[src/rtl/ram_pkg.sv]
`default_nettype none

package ram_pkg;

  // --------------------
  // Sizes
  // --------------------

  // Request address and data widths
  localparam int ADDR_W = 8;
  localparam int DATA_W = 16;

  // Decoder tree shape
  // Each stage strips log2(TREE_FORKS) bits off the top of the address
  localparam int TREE_FORKS = 2;
  localparam int TREE_LEVELS = 2;

  // Address width seen by the level-1 stages
  localparam int L1_ADDR_W = ADDR_W - $clog2(TREE_FORKS);

  // Tiles hang off the leaves of the tree
  localparam int TILE_COUNT = TREE_FORKS ** TREE_LEVELS;
  localparam int TILE_ADDR_W = L1_ADDR_W - $clog2(TREE_FORKS);
  localparam int TILE_DEPTH = 1 << TILE_ADDR_W;

  // Request to read response, 2 decoder + 1 tile + 1 mux
  localparam int READ_LATENCY = 4;

  // --------------------
  // Types
  // --------------------

  // Sideband carried next to the address through the tree
  typedef struct packed {
    logic              we;
    logic [DATA_W-1:0] wdata;
  } ram_op_t;

  // Top-level request
  typedef struct packed {
    logic              we;
    logic [ADDR_W-1:0] addr;
    logic [DATA_W-1:0] wdata;
  } ram_req_t;

endpackage

`default_nettype wire
[src/rtl/tiled_ram.sv]
`timescale 1ns/1ps
`default_nettype none

module tiled_ram (
  input  wire logic                       clk,
  input  wire logic                       rst,
  input  wire logic                       req_valid,
  input  wire ram_pkg::ram_req_t          req,
  output logic                            rd_valid,
  output logic      [ram_pkg::DATA_W-1:0] rd_data
);

  import ram_pkg::*;

  // Sideband split off the request
  ram_op_t req_op;

  // Decoder to tiles
  logic    [TILE_COUNT-1:0]                  tile_valid;
  logic    [TILE_COUNT-1:0][TILE_ADDR_W-1:0] tile_addr;
  ram_op_t [TILE_COUNT-1:0]                  tile_op;

  // Tiles to read mux
  logic [TILE_COUNT-1:0]             tile_rd_valid;
  logic [TILE_COUNT-1:0][DATA_W-1:0] tile_rd_data;

  assign req_op.we    = req.we;
  assign req_op.wdata = req.wdata;

  // Two cycles through the tree
  ram_addr_decoder u_decoder (
    .clk        (clk),
    .rst        (rst),
    .in_valid   (req_valid),
    .in_addr    (req.addr),
    .in_op      (req_op),
    .tile_valid (tile_valid),
    .tile_addr  (tile_addr),
    .tile_op    (tile_op)
  );

  // Tile t holds addresses t*TILE_DEPTH up to (t+1)*TILE_DEPTH-1
  for (genvar t = 0; t < TILE_COUNT; t++) begin : gen_tile
    ram_tile u_tile (
      .clk      (clk),
      .rst      (rst),
      .valid    (tile_valid[t]),
      .addr     (tile_addr[t]),
      .op       (tile_op[t]),
      .rd_valid (tile_rd_valid[t]),
      .rd_data  (tile_rd_data[t])
    );
  end

  // Final register stage of the read path
  ram_read_mux u_read_mux (
    .clk           (clk),
    .rst           (rst),
    .tile_rd_valid (tile_rd_valid),
    .tile_rd_data  (tile_rd_data),
    .rd_valid      (rd_valid),
    .rd_data       (rd_data)
  );

endmodule

`default_nettype wire

[src/rtl/ram_read_mux.sv]
`timescale 1ns/1ps
`default_nettype none

module ram_read_mux (
  input  wire logic                                                clk,
  input  wire logic                                                rst,
  input  wire logic [ram_pkg::TILE_COUNT-1:0]                      tile_rd_valid,
  input  wire logic [ram_pkg::TILE_COUNT-1:0][ram_pkg::DATA_W-1:0] tile_rd_data,
  output logic                                                     rd_valid,
  output logic      [ram_pkg::DATA_W-1:0]                          rd_data
);

  import ram_pkg::*;

  logic              any_valid;
  logic [DATA_W-1:0] sel_data;

  // At most one tile answers per cycle
  assign any_valid = |tile_rd_valid;

  // AND-OR select, no priority needed for a one-hot valid
  always_comb begin
    sel_data = '0;
    for (int i = 0; i < TILE_COUNT; i++) begin
      sel_data = sel_data | ({DATA_W{tile_rd_valid[i]}} & tile_rd_data[i]);
    end
  end

  // Output valid register
  always_ff @(posedge clk) begin
    if (rst) begin
      rd_valid <= 1'b0;
    end else begin
      rd_valid <= any_valid;
    end
  end

  // Output data only loads on a response
  always_ff @(posedge clk) begin
    if (any_valid) begin
      rd_data <= sel_data;
    end
  end

endmodule

`default_nettype wire

[src/rtl/ram_tile.sv]
`timescale 1ns/1ps
`default_nettype none

module ram_tile (
  input  wire logic                            clk,
  input  wire logic                            rst,
  input  wire logic                            valid,
  input  wire logic [ram_pkg::TILE_ADDR_W-1:0] addr,
  input  wire ram_pkg::ram_op_t                op,
  output logic                                 rd_valid,
  output logic      [ram_pkg::DATA_W-1:0]      rd_data
);

  import ram_pkg::*;

  // Storage, contents survive reset
  logic [DATA_W-1:0] mem [TILE_DEPTH];

  logic wr_en;
  logic rd_en;

  // Request type comes from the carried write enable
  assign wr_en = valid && op.we;
  assign rd_en = valid && !op.we;

  // --------------------
  // Write port
  // --------------------

  always_ff @(posedge clk) begin
    if (wr_en) begin
      mem[addr] <= op.wdata;
    end
  end

  // --------------------
  // Read port
  // --------------------

  // One-cycle pulse per read
  always_ff @(posedge clk) begin
    if (rst) begin
      rd_valid <= 1'b0;
    end else begin
      rd_valid <= rd_en;
    end
  end

  // Data holds between reads
  always_ff @(posedge clk) begin
    if (rd_en) begin
      rd_data <= mem[addr];
    end
  end

endmodule

`default_nettype wire

[src/rtl/ram_addr_decoder.sv]
`timescale 1ns/1ps
`default_nettype none

module ram_addr_decoder (
  input  wire logic                                                      clk,
  input  wire logic                                                      rst,
  input  wire logic                                                      in_valid,
  input  wire logic [ram_pkg::ADDR_W-1:0]                                in_addr,
  input  wire ram_pkg::ram_op_t                                          in_op,
  output logic [ram_pkg::TILE_COUNT-1:0]                                 tile_valid,
  output logic [ram_pkg::TILE_COUNT-1:0][ram_pkg::TILE_ADDR_W-1:0]       tile_addr,
  output ram_pkg::ram_op_t [ram_pkg::TILE_COUNT-1:0]                     tile_op
);

  import ram_pkg::*;

  // Level 0 outputs, one per fork
  logic    [TREE_FORKS-1:0]                l0_valid;
  logic    [TREE_FORKS-1:0][L1_ADDR_W-1:0] l0_addr;
  ram_op_t [TREE_FORKS-1:0]                l0_op;

  // --------------------
  // Level 0
  // --------------------

  // addr[7] picks the upper or lower half of the tiles
  ram_addr_decoder_stage #(
    .payload_t        (ram_op_t),
    .IN_ADDR_W        (ADDR_W),
    .FORKS            (TREE_FORKS),
    .REGISTER_OUTPUTS (1'b1)
  ) u_stage_l0 (
    .clk       (clk),
    .rst       (rst),
    .in_valid  (in_valid),
    .in_addr   (in_addr),
    .in_data   (in_op),
    .out_valid (l0_valid),
    .out_addr  (l0_addr),
    .out_data  (l0_op)
  );

  // --------------------
  // Level 1
  // --------------------

  // One stage per level-0 fork, selected by the next address bit
  // Tile index is {level-0 fork, level-1 fork}
  for (genvar i = 0; i < TREE_FORKS; i++) begin : gen_l1
    ram_addr_decoder_stage #(
      .payload_t        (ram_op_t),
      .IN_ADDR_W        (L1_ADDR_W),
      .FORKS            (TREE_FORKS),
      .REGISTER_OUTPUTS (1'b1)
    ) u_stage_l1 (
      .clk       (clk),
      .rst       (rst),
      .in_valid  (l0_valid[i]),
      .in_addr   (l0_addr[i]),
      .in_data   (l0_op[i]),
      // Each stage fills a contiguous slice of the tile buses
      .out_valid (tile_valid[i*TREE_FORKS +: TREE_FORKS]),
      .out_addr  (tile_addr[i*TREE_FORKS +: TREE_FORKS]),
      .out_data  (tile_op[i*TREE_FORKS +: TREE_FORKS])
    );
  end

endmodule

`default_nettype wire

[src/rtl/ram_addr_decoder_stage.sv]
`timescale 1ns/1ps
`default_nettype none

module ram_addr_decoder_stage #(
  parameter type payload_t = logic,
  parameter int IN_ADDR_W = 2,
  // Number of output forks, power of 2
  parameter int FORKS = 2,
  // 1 gives one cycle of latency, 0 gives a combinational stage
  parameter bit REGISTER_OUTPUTS = 1'b1,
  localparam int OUT_ADDR_W = IN_ADDR_W - $clog2(FORKS)
) (
  input  wire logic                              clk,
  input  wire logic                              rst,
  input  wire logic                              in_valid,
  input  wire logic [IN_ADDR_W-1:0]              in_addr,
  input  wire payload_t                          in_data,
  output logic      [FORKS-1:0]                  out_valid,
  output logic      [FORKS-1:0][OUT_ADDR_W-1:0]  out_addr,
  output payload_t  [FORKS-1:0]                  out_data
);

  // Remaining address and payload travel together per fork
  typedef struct packed {
    logic [OUT_ADDR_W-1:0] addr;
    payload_t              data;
  } fork_t;

  logic [FORKS-1:0] fork_valid;

  // --------------------
  // Fork select
  // --------------------

  if (FORKS == 1) begin : gen_single_fork
    // Nothing to decode, the stage is only a delay
    assign fork_valid[0] = in_valid;
  end else begin : gen_multi_fork
    localparam int SEL_W = $clog2(FORKS);

    // Top address bits pick the fork
    for (genvar i = 0; i < FORKS; i++) begin : gen_sel
      assign fork_valid[i] = in_valid && (in_addr[IN_ADDR_W-1 -: SEL_W] == SEL_W'(i));
    end
  end

  // --------------------
  // Per-fork delay
  // --------------------

  // One register set per fork keeps fanout of each flop low
  for (genvar i = 0; i < FORKS; i++) begin : gen_fork
    fork_t fork_in;
    fork_t fork_out;

    // Lower address bits and payload are copied into every fork
    assign fork_in.addr = in_addr[OUT_ADDR_W-1:0];
    assign fork_in.data = in_data;

    valid_delay #(
      .payload_t  (fork_t),
      .NUM_STAGES (REGISTER_OUTPUTS ? 1 : 0)
    ) u_delay (
      .clk       (clk),
      .rst       (rst),
      .in_valid  (fork_valid[i]),
      .in        (fork_in),
      .out_valid (out_valid[i]),
      .out       (fork_out)
    );

    assign out_addr[i] = fork_out.addr;
    assign out_data[i] = fork_out.data;
  end

endmodule

`default_nettype wire

[src/rtl/valid_delay.sv]
`timescale 1ns/1ps
`default_nettype none

module valid_delay #(
  parameter type payload_t = logic,
  parameter int NUM_STAGES = 1
) (
  input  wire logic     clk,
  input  wire logic     rst,
  input  wire logic     in_valid,
  input  wire payload_t in,
  output logic          out_valid,
  output payload_t      out
);

  // Stage 0 is the input, stage NUM_STAGES is the output
  // With NUM_STAGES == 0 the chain collapses to a pass-through
  logic     stage_valid [NUM_STAGES+1];
  payload_t stage_data  [NUM_STAGES+1];

  assign stage_valid[0] = in_valid;
  assign stage_data[0]  = in;

  for (genvar s = 0; s < NUM_STAGES; s++) begin : gen_stage

    // Valid bits are control state and clear on reset
    always_ff @(posedge clk) begin
      if (rst) begin
        stage_valid[s+1] <= 1'b0;
      end else begin
        stage_valid[s+1] <= stage_valid[s];
      end
    end

    // Payload only moves with a valid
    // Idle cycles leave the register untouched
    always_ff @(posedge clk) begin
      if (stage_valid[s]) begin
        stage_data[s+1] <= stage_data[s];
      end
    end

  end

  // Last stage drives the outputs
  assign out_valid = stage_valid[NUM_STAGES];
  assign out       = stage_data[NUM_STAGES];

endmodule

`default_nettype wire

[config.mk]
export PLATFORM = sky130hd
export DESIGN_NAME = tiled_ram
export DESIGN_NICKNAME = d
export VERILOG_FILES = /design/src/rtl/ram_pkg.sv /design/src/rtl/tiled_ram.sv /design/src/rtl/ram_read_mux.sv /design/src/rtl/ram_tile.sv /design/src/rtl/ram_addr_decoder.sv /design/src/rtl/ram_addr_decoder_stage.sv /design/src/rtl/valid_delay.sv
export SDC_FILE = /design/constraint.sdc
export NUM_CORES = 2
export LEC_CHECK = 0
export BUFFER_PORTS_ARGS = -buffer_cell sky130_fd_sc_hd__buf_2
export CAP_MARGIN = 10
export CORE_MARGIN = 3
export CORE_UTILIZATION = 50
export CTS_CLUSTER_DIAMETER = 60
export DETAILED_ROUTE_END_ITERATION = 12
export PLACE_DENSITY = 0.65
export SLEW_MARGIN = 5
export SYNTH_ARGS = -nofsm -noshare
export SYNTH_HDL_FRONTEND = slang
export SYNTH_SLANG_ARGS = --single-unit
[constraint.sdc]
create_clock -name clk -period 3.31 [get_ports clk]
set_clock_uncertainty 0.15 [all_clocks]
set_input_delay 0.331 -clock clk [delete_from_list [all_inputs] [get_ports clk]]
set_output_delay 0.331 -clock clk [all_outputs]
set_load 0.03 [all_outputs]
# Yosys cells after proc, flatten, opt, wreduce, memory -nomap -nowiden

Memory sizes are Yosys's and may differ from the RTL's. A register that Yosys moved wholly into a read port is not among the register bits.
Cells that the tools add are included.

Register bits after elaboration: 167
Bits of input ports: 28
Logic and storage cells: 71
Bits in writable memories: 4096
Memories: 4

Memory list:

| memory                 | words | width | read ports | clocked after Yosys merged registers in | write ports | RTL line       | RTL |
|---|---|---|---|---|---|---|---|
| gen_tile[0].u_tile.mem | 64    | 16    | 1          | 1                                       | 1           | ram_tile.sv:17 | `logic [DATA_W-1:0] mem [TILE_DEPTH];` |
| gen_tile[1].u_tile.mem | 64    | 16    | 1          | 1                                       | 1           | ram_tile.sv:17 |  |
| gen_tile[2].u_tile.mem | 64    | 16    | 1          | 1                                       | 1           | ram_tile.sv:17 |  |
| gen_tile[3].u_tile.mem | 64    | 16    | 1          | 1                                       | 1           | ram_tile.sv:17 |  |

Bitwise operators: 10
Muxes and demuxes: 8
Reduce and logical (&&, ||, !) cells: 19

Operators with widths:

| kind               | number |
|---|---|
| bitwise AND 16 bit | 4 |
| bitwise OR 16 bit  | 3 |
| logical AND 1 bit  | 14 |
| 2-to-1 mux 1 bit   | 8 |
| zero test 1 bit    | 4 |
| OR reduction 4 bit | 1 |
| NOT 1 bit          | 3 |

# Longest topological paths before layout

Depth in word-level cells: 4
Gate-level depth with buffers: 11

# Modules after synthesis

From an unflattened synthesis, not the netlist that was laid out.

Cells, all modules: 9049
Area total of the unflattened synthesis: 164109.9 µm²

Modules (own cells, without submodules):

| module                                                               | cells each | times used | area each (µm²) | sequential area each (µm²) |
|---|---|---|---|---|
| ram_tile                                                             | 2204       | 4          | 39696.8         | 31250.0 |
| valid_delay (u_decoder.gen_l1[0].u_stage_l1.gen_fork[0].u_delay ...) | 25         | 4          | 724.4           | 710.7 |
| valid_delay (u_decoder.u_stage_l0.gen_fork[0].u_delay ...)           | 26         | 2          | 754.5           | 740.7 |
| ram_read_mux                                                         | 75         | 1          | 867.1           | 500.5 |
| ram_addr_decoder_stage                                               | 2          | 3          | 16.3            | 0.0 |

# Least setup slack after synthesis

Ideal clock, no wire load.

Path kind: flip-flop to flip-flop
Start point: register u_decoder.gen_l1[0].u_stage_l1.gen_fork[1].u_delay.stage_data, in the netlist u_decoder.gen_l1[0].u_stage_l1.gen_fork[1].u_delay.out[18]
End point: memory gen_tile[1].u_tile.mem[12][0] (enable)
Setup slack: 0.249 ns
Arrival: 2.522 ns
Data required time: 2.771 ns
Buffers on the path: 3
Library setup time: 0.389 ns
Period minus slack after synthesis: 3.061 ns
Stages on the path, launching flop included: 7
Path through: edfxtp_1 -> buf_2 -> nor2_1 -> clkbuf_1 -> buf_1 -> nand4_1 -> nor2_1

RTL lines:

| item                            | RTL line          | RTL |
|---|---|---|
| start, declared                 | valid_delay.sv:19 | `payload_t stage_data [NUM_STAGES+1];` |
| start signal, assigned by index | valid_delay.sv:39 | `stage_data[s+1] <= stage_data[s];` |
| end, declared                   | ram_tile.sv:17    |  |

Straight into the memory's write port.

==> impl_metrics.tcl <==
set metrics [dict create \
    status "complete, but fails checks" \
    ys_warn_count 0 \
    drtAntennaViolNets 0 \
    fmax_mhz 300 \
    grt_use_total_pct 29.3 \
    initial_utilization_pct 50.3 \
    io_pins 45 \
    clk_pin_slew_ns 0.06 \
    clock_latency_ns 1.00 \
    maxCapViolCount 0 \
    die-area_sq_um 334000 \
    numPortBuffers 44 \
    layout_common_cells "4316 x edfxtp_1, 929 x buf_4, 733 x a221oi_1" \
    use_met1_pct 41.1 \
    power_frac_seq_pct 53.3 \
    h-tree-depth 5 \
    drtIter0Drc 15830 \
    synth_seq_cells 4327 \
    synth_ff_type "edfxtp_1" \
    synth.area.top_cells "edfxtp_1 79%, a221oi_1 4.0%, a22oi_1 3.1%" \
    worstSetupStartpointType "flop" \
    clockRootBuffer "clkbuf_16" \
    worst_slew_pin_slew_ns 1.28 \
    finalWirelength_um 498000 \
    numCtsBuffers 427 \
    grt_pass1_vias 94913 \
    fillers 23687 \
    muxShareOfSynthArea_pct 3.93 \
    placedCellCount 14015 \
    holdWs_ns 0.100 \
    cp.arrival_ns 3.98 \
    drtPass1Iterations 8 \
    finalCritPeriodShare_pct 101 \
    drive_above_1_share_pct 20.0 \
    critical_path_buf_inv_count 3 \
    synth_edf_count 4316 \
    violations "negative setup slack" \
    gr-total-overflow 0 \
    vias_per_cell 6.68 \
    wl_per_cell_um 33.5 \
    relSlewSlack_pct 15.0 \
    synthDistinctLibCells 68 \
    row_count 209 \
    antenna_found_initial 47 \
    yosys.area.top_type "edfxtp_1" \
    clock_path_buffers 4 \
    dieWidth_um 578 \
    hpwl_um 315000 \
    synth-adder-area-share_pct 0 \
    multi_input_area_sq_um 31000 \
    netlist_instances 9225 \
    setup_viol 2 \
    p_sw_uw 23300 \
    rsz0062_at_grt "no" \
    cp_max_fo 23 \
    grt_pass1_wl_um 706000 \
    nets 10184 \
    cts_sinks 4327 \
    design.core.area_sq_um 325000 \
    synth_simple_gate_area_share_pct 3.11 \
    power.share.clock_pct 43.1 \
    asyncSetResetFlopFracSynth_pct 0 \
    final.min_clock_period_ns 3.34 \
    ir_drop_v 0.000542 \
    crit_chain "buf_12 > nor2_4 > buf_12 > a22oi_1 > o32ai_1 > nor4b_2 > buf_4 > nand4_1" \
    holdPathEnd "u_decoder.u_stage_l0.gen_fork[0].u_delay.out[19]" \
    synth_area_per_cell_sq_um 17.7 \
    rrSetupSlack_ns -0.03 \
    whs_path_depth 2 \
    power.density_nw_per_um2 588 \
    finalMaxSlewViolations 0 \
    hold_viol 0 \
    synth_top_family_by_area "compound AO/OA/AOI/OAI gates" \
    synthXorXnorAreaFrac_pct 0 \
    fin_cells 14852 \
    max_stage_delay_ns 0.79 \
    netSwitchingFraction_pct 20.6 \
    synth_compound_area_share_pct 11.7 \
    r2r_cells 8 \
    hp-start "req[18]" \
    gr-usage-met2_pct 44.6 \
    vias 99240 \
    final_common_cell "edfxtp_1" \
    seq_area_sq_um 130000 \
    die_h_um 578 \
    gp_congestion 0.968 \
    critical_path_class "reg2reg" \
    power.internal_uw 89500 \
    area_delta_synth_final_pct 17.2 \
    cts_tree "built" \
    combPwrFrac_pct 3.5 \
    cp_top_family "simple AND/OR/NAND/NOR gates" \
    cp.required_ns 3.96 \
    finish.utilization_pct 59.0 \
    top_usage_layer "met2" \
    r2r-end "gen_tile[2].u_tile.rd_data[13]" \
    p_leak_uw 0.0614 \
    slowest_stage "o32ai_1" \
    critPathCaptureType "flop" \
    synth_top_area_share_pct 79.3 \
    crit_top_cell "buf_12" \
    worst_slack_ns -0.0264 \
    drc 0 \
    syn_nets 9253 \
    yosysSeqAreaShare_pct 79.4 \
    syn_area_sq_um 164000 \
    met3_usage_pct 6.84 \
    grt_start_max_net_pins 94 \
    min_path_type "in2reg" \
]
## cell type report
cell class	count	area share (%)
diodes	20	0.0261
clock buffers	537	5.91
clock inverters	243	1.36
inverters	14	0.0287
multi-input cells	4191	16.2
flip-flops and latches	4327	67.7
well taps	4325	2.82
repair buffers	1195	5.93
## per-layer routing
metal / vias up / routed length (um)
li1: 40499 / -
met3: 1143 / 59500
met4: 22 / 24000
met2: 6730 / 227000
met5: - / 157
met1: 50846 / 187000
## worst max path at each step
stage	start	to	slack, ns	depth (start not counted)
after floorplan	flop	gen_tile[1].u_tile.mem[12][0]	0.25	6
after global placement	flop	gen_tile[0].u_tile.rd_data[7]	-0.56	7
after detailed placement	flop	gen_tile[0].u_tile.rd_data[7]	-0.54	7
after CTS	flop	gen_tile[0].u_tile.rd_data[7]	0.002	7
after global routing	flop	gen_tile[2].u_tile.rd_data[13]	0.009	8
final	flop	gen_tile[2].u_tile.rd_data[13]	-0.03	8
## synth_stat cells (25+ instances only)
master    number
mux2i_1      241
nand2_1      223
edfxtp_1    4316
a21oi_1      210
o21ai_0      305
or4_1         25
o211ai_1      27
o22ai_1      203
nand4_1       34
a211oi_1      40
buf_2        191
nor3_1       106
clkbuf_1     364
nand3_1       44
buf_4         32
o221ai_1      85
nor2b_1       38
mux2_2       137
nor2_1       554
a221o_1       28
a221oi_1     738
o22a_1        28
mux4_2       110
a22o_1        61
buf_1        100
a31oi_1       25
a22oi_1      684
## sequential cells by signal, indices dropped and copies added (netlist names)
signal                                                  flops
u_decoder.gen_l1.u_stage_l1.gen_fork.u_delay.out           92
gen_tile.u_tile.rd_valid                                    4
gen_tile.u_tile.mem                                      4096
gen_tile.u_tile.rd_data                                    64
u_read_mux.rd_data                                         16
u_decoder.gen_l1.u_stage_l1.gen_fork.u_delay.out_valid      4
u_read_mux.rd_valid                                         1
u_decoder.u_stage_l0.gen_fork.u_delay.out_valid             2
u_decoder.u_stage_l0.gen_fork.u_delay.out                  48
## power groups by stage
stage | clock (uW) | combinational (uW) | sequential (uW)
3_3_place_gp | 0 | 3770 | 61300
5_1_grt | 51100 | 4140 | 60100
3_5_place_dp | 0 | 3830 | 61300
2_1_floorplan | 0 | 1680 | 61500
4_1_cts | 48900 | 3910 | 60200
6_report | 48600 | 4000 | 60200
## logic make-up (layout without fill, tap and decap cells)
group	Yosys count	after routing
flip-flops	4327	4327
AO/OA/AOI/OAI	2566	2566
AND/OR/NAND/NOR	1137	1137
buffers and inverters	707	1989
multiplexers	488	488
other	0	20
## metrics by stage
step	power, uW	setup WS, ns	setup TNS [ns]	instance area [sq um]
2_1_floorplan	63100	0.249	0	164000
4_1_cts	113000	0.00174	0	191000
3_5_place_dp	65200	-0.540	-1.99	177000
6_report	113000	-0.0264	-0.0527	192000
5_1_grt	115000	0.00913	0	192000
3_3_place_gp	65100	-0.558	-1.94	177000
## what timing repair did
action                                  4_1_cts  5_1_grt
endpoints found under the hold margin       107        0
setup buffers                                 4        1
hold buffers                                 29        0
resized for setup                            22       16
pin swaps                                     1        0
endpoints found under the setup margin       15       26
cloned                                        1        0
Note: power is estimated with default switching activity, not from simulation.
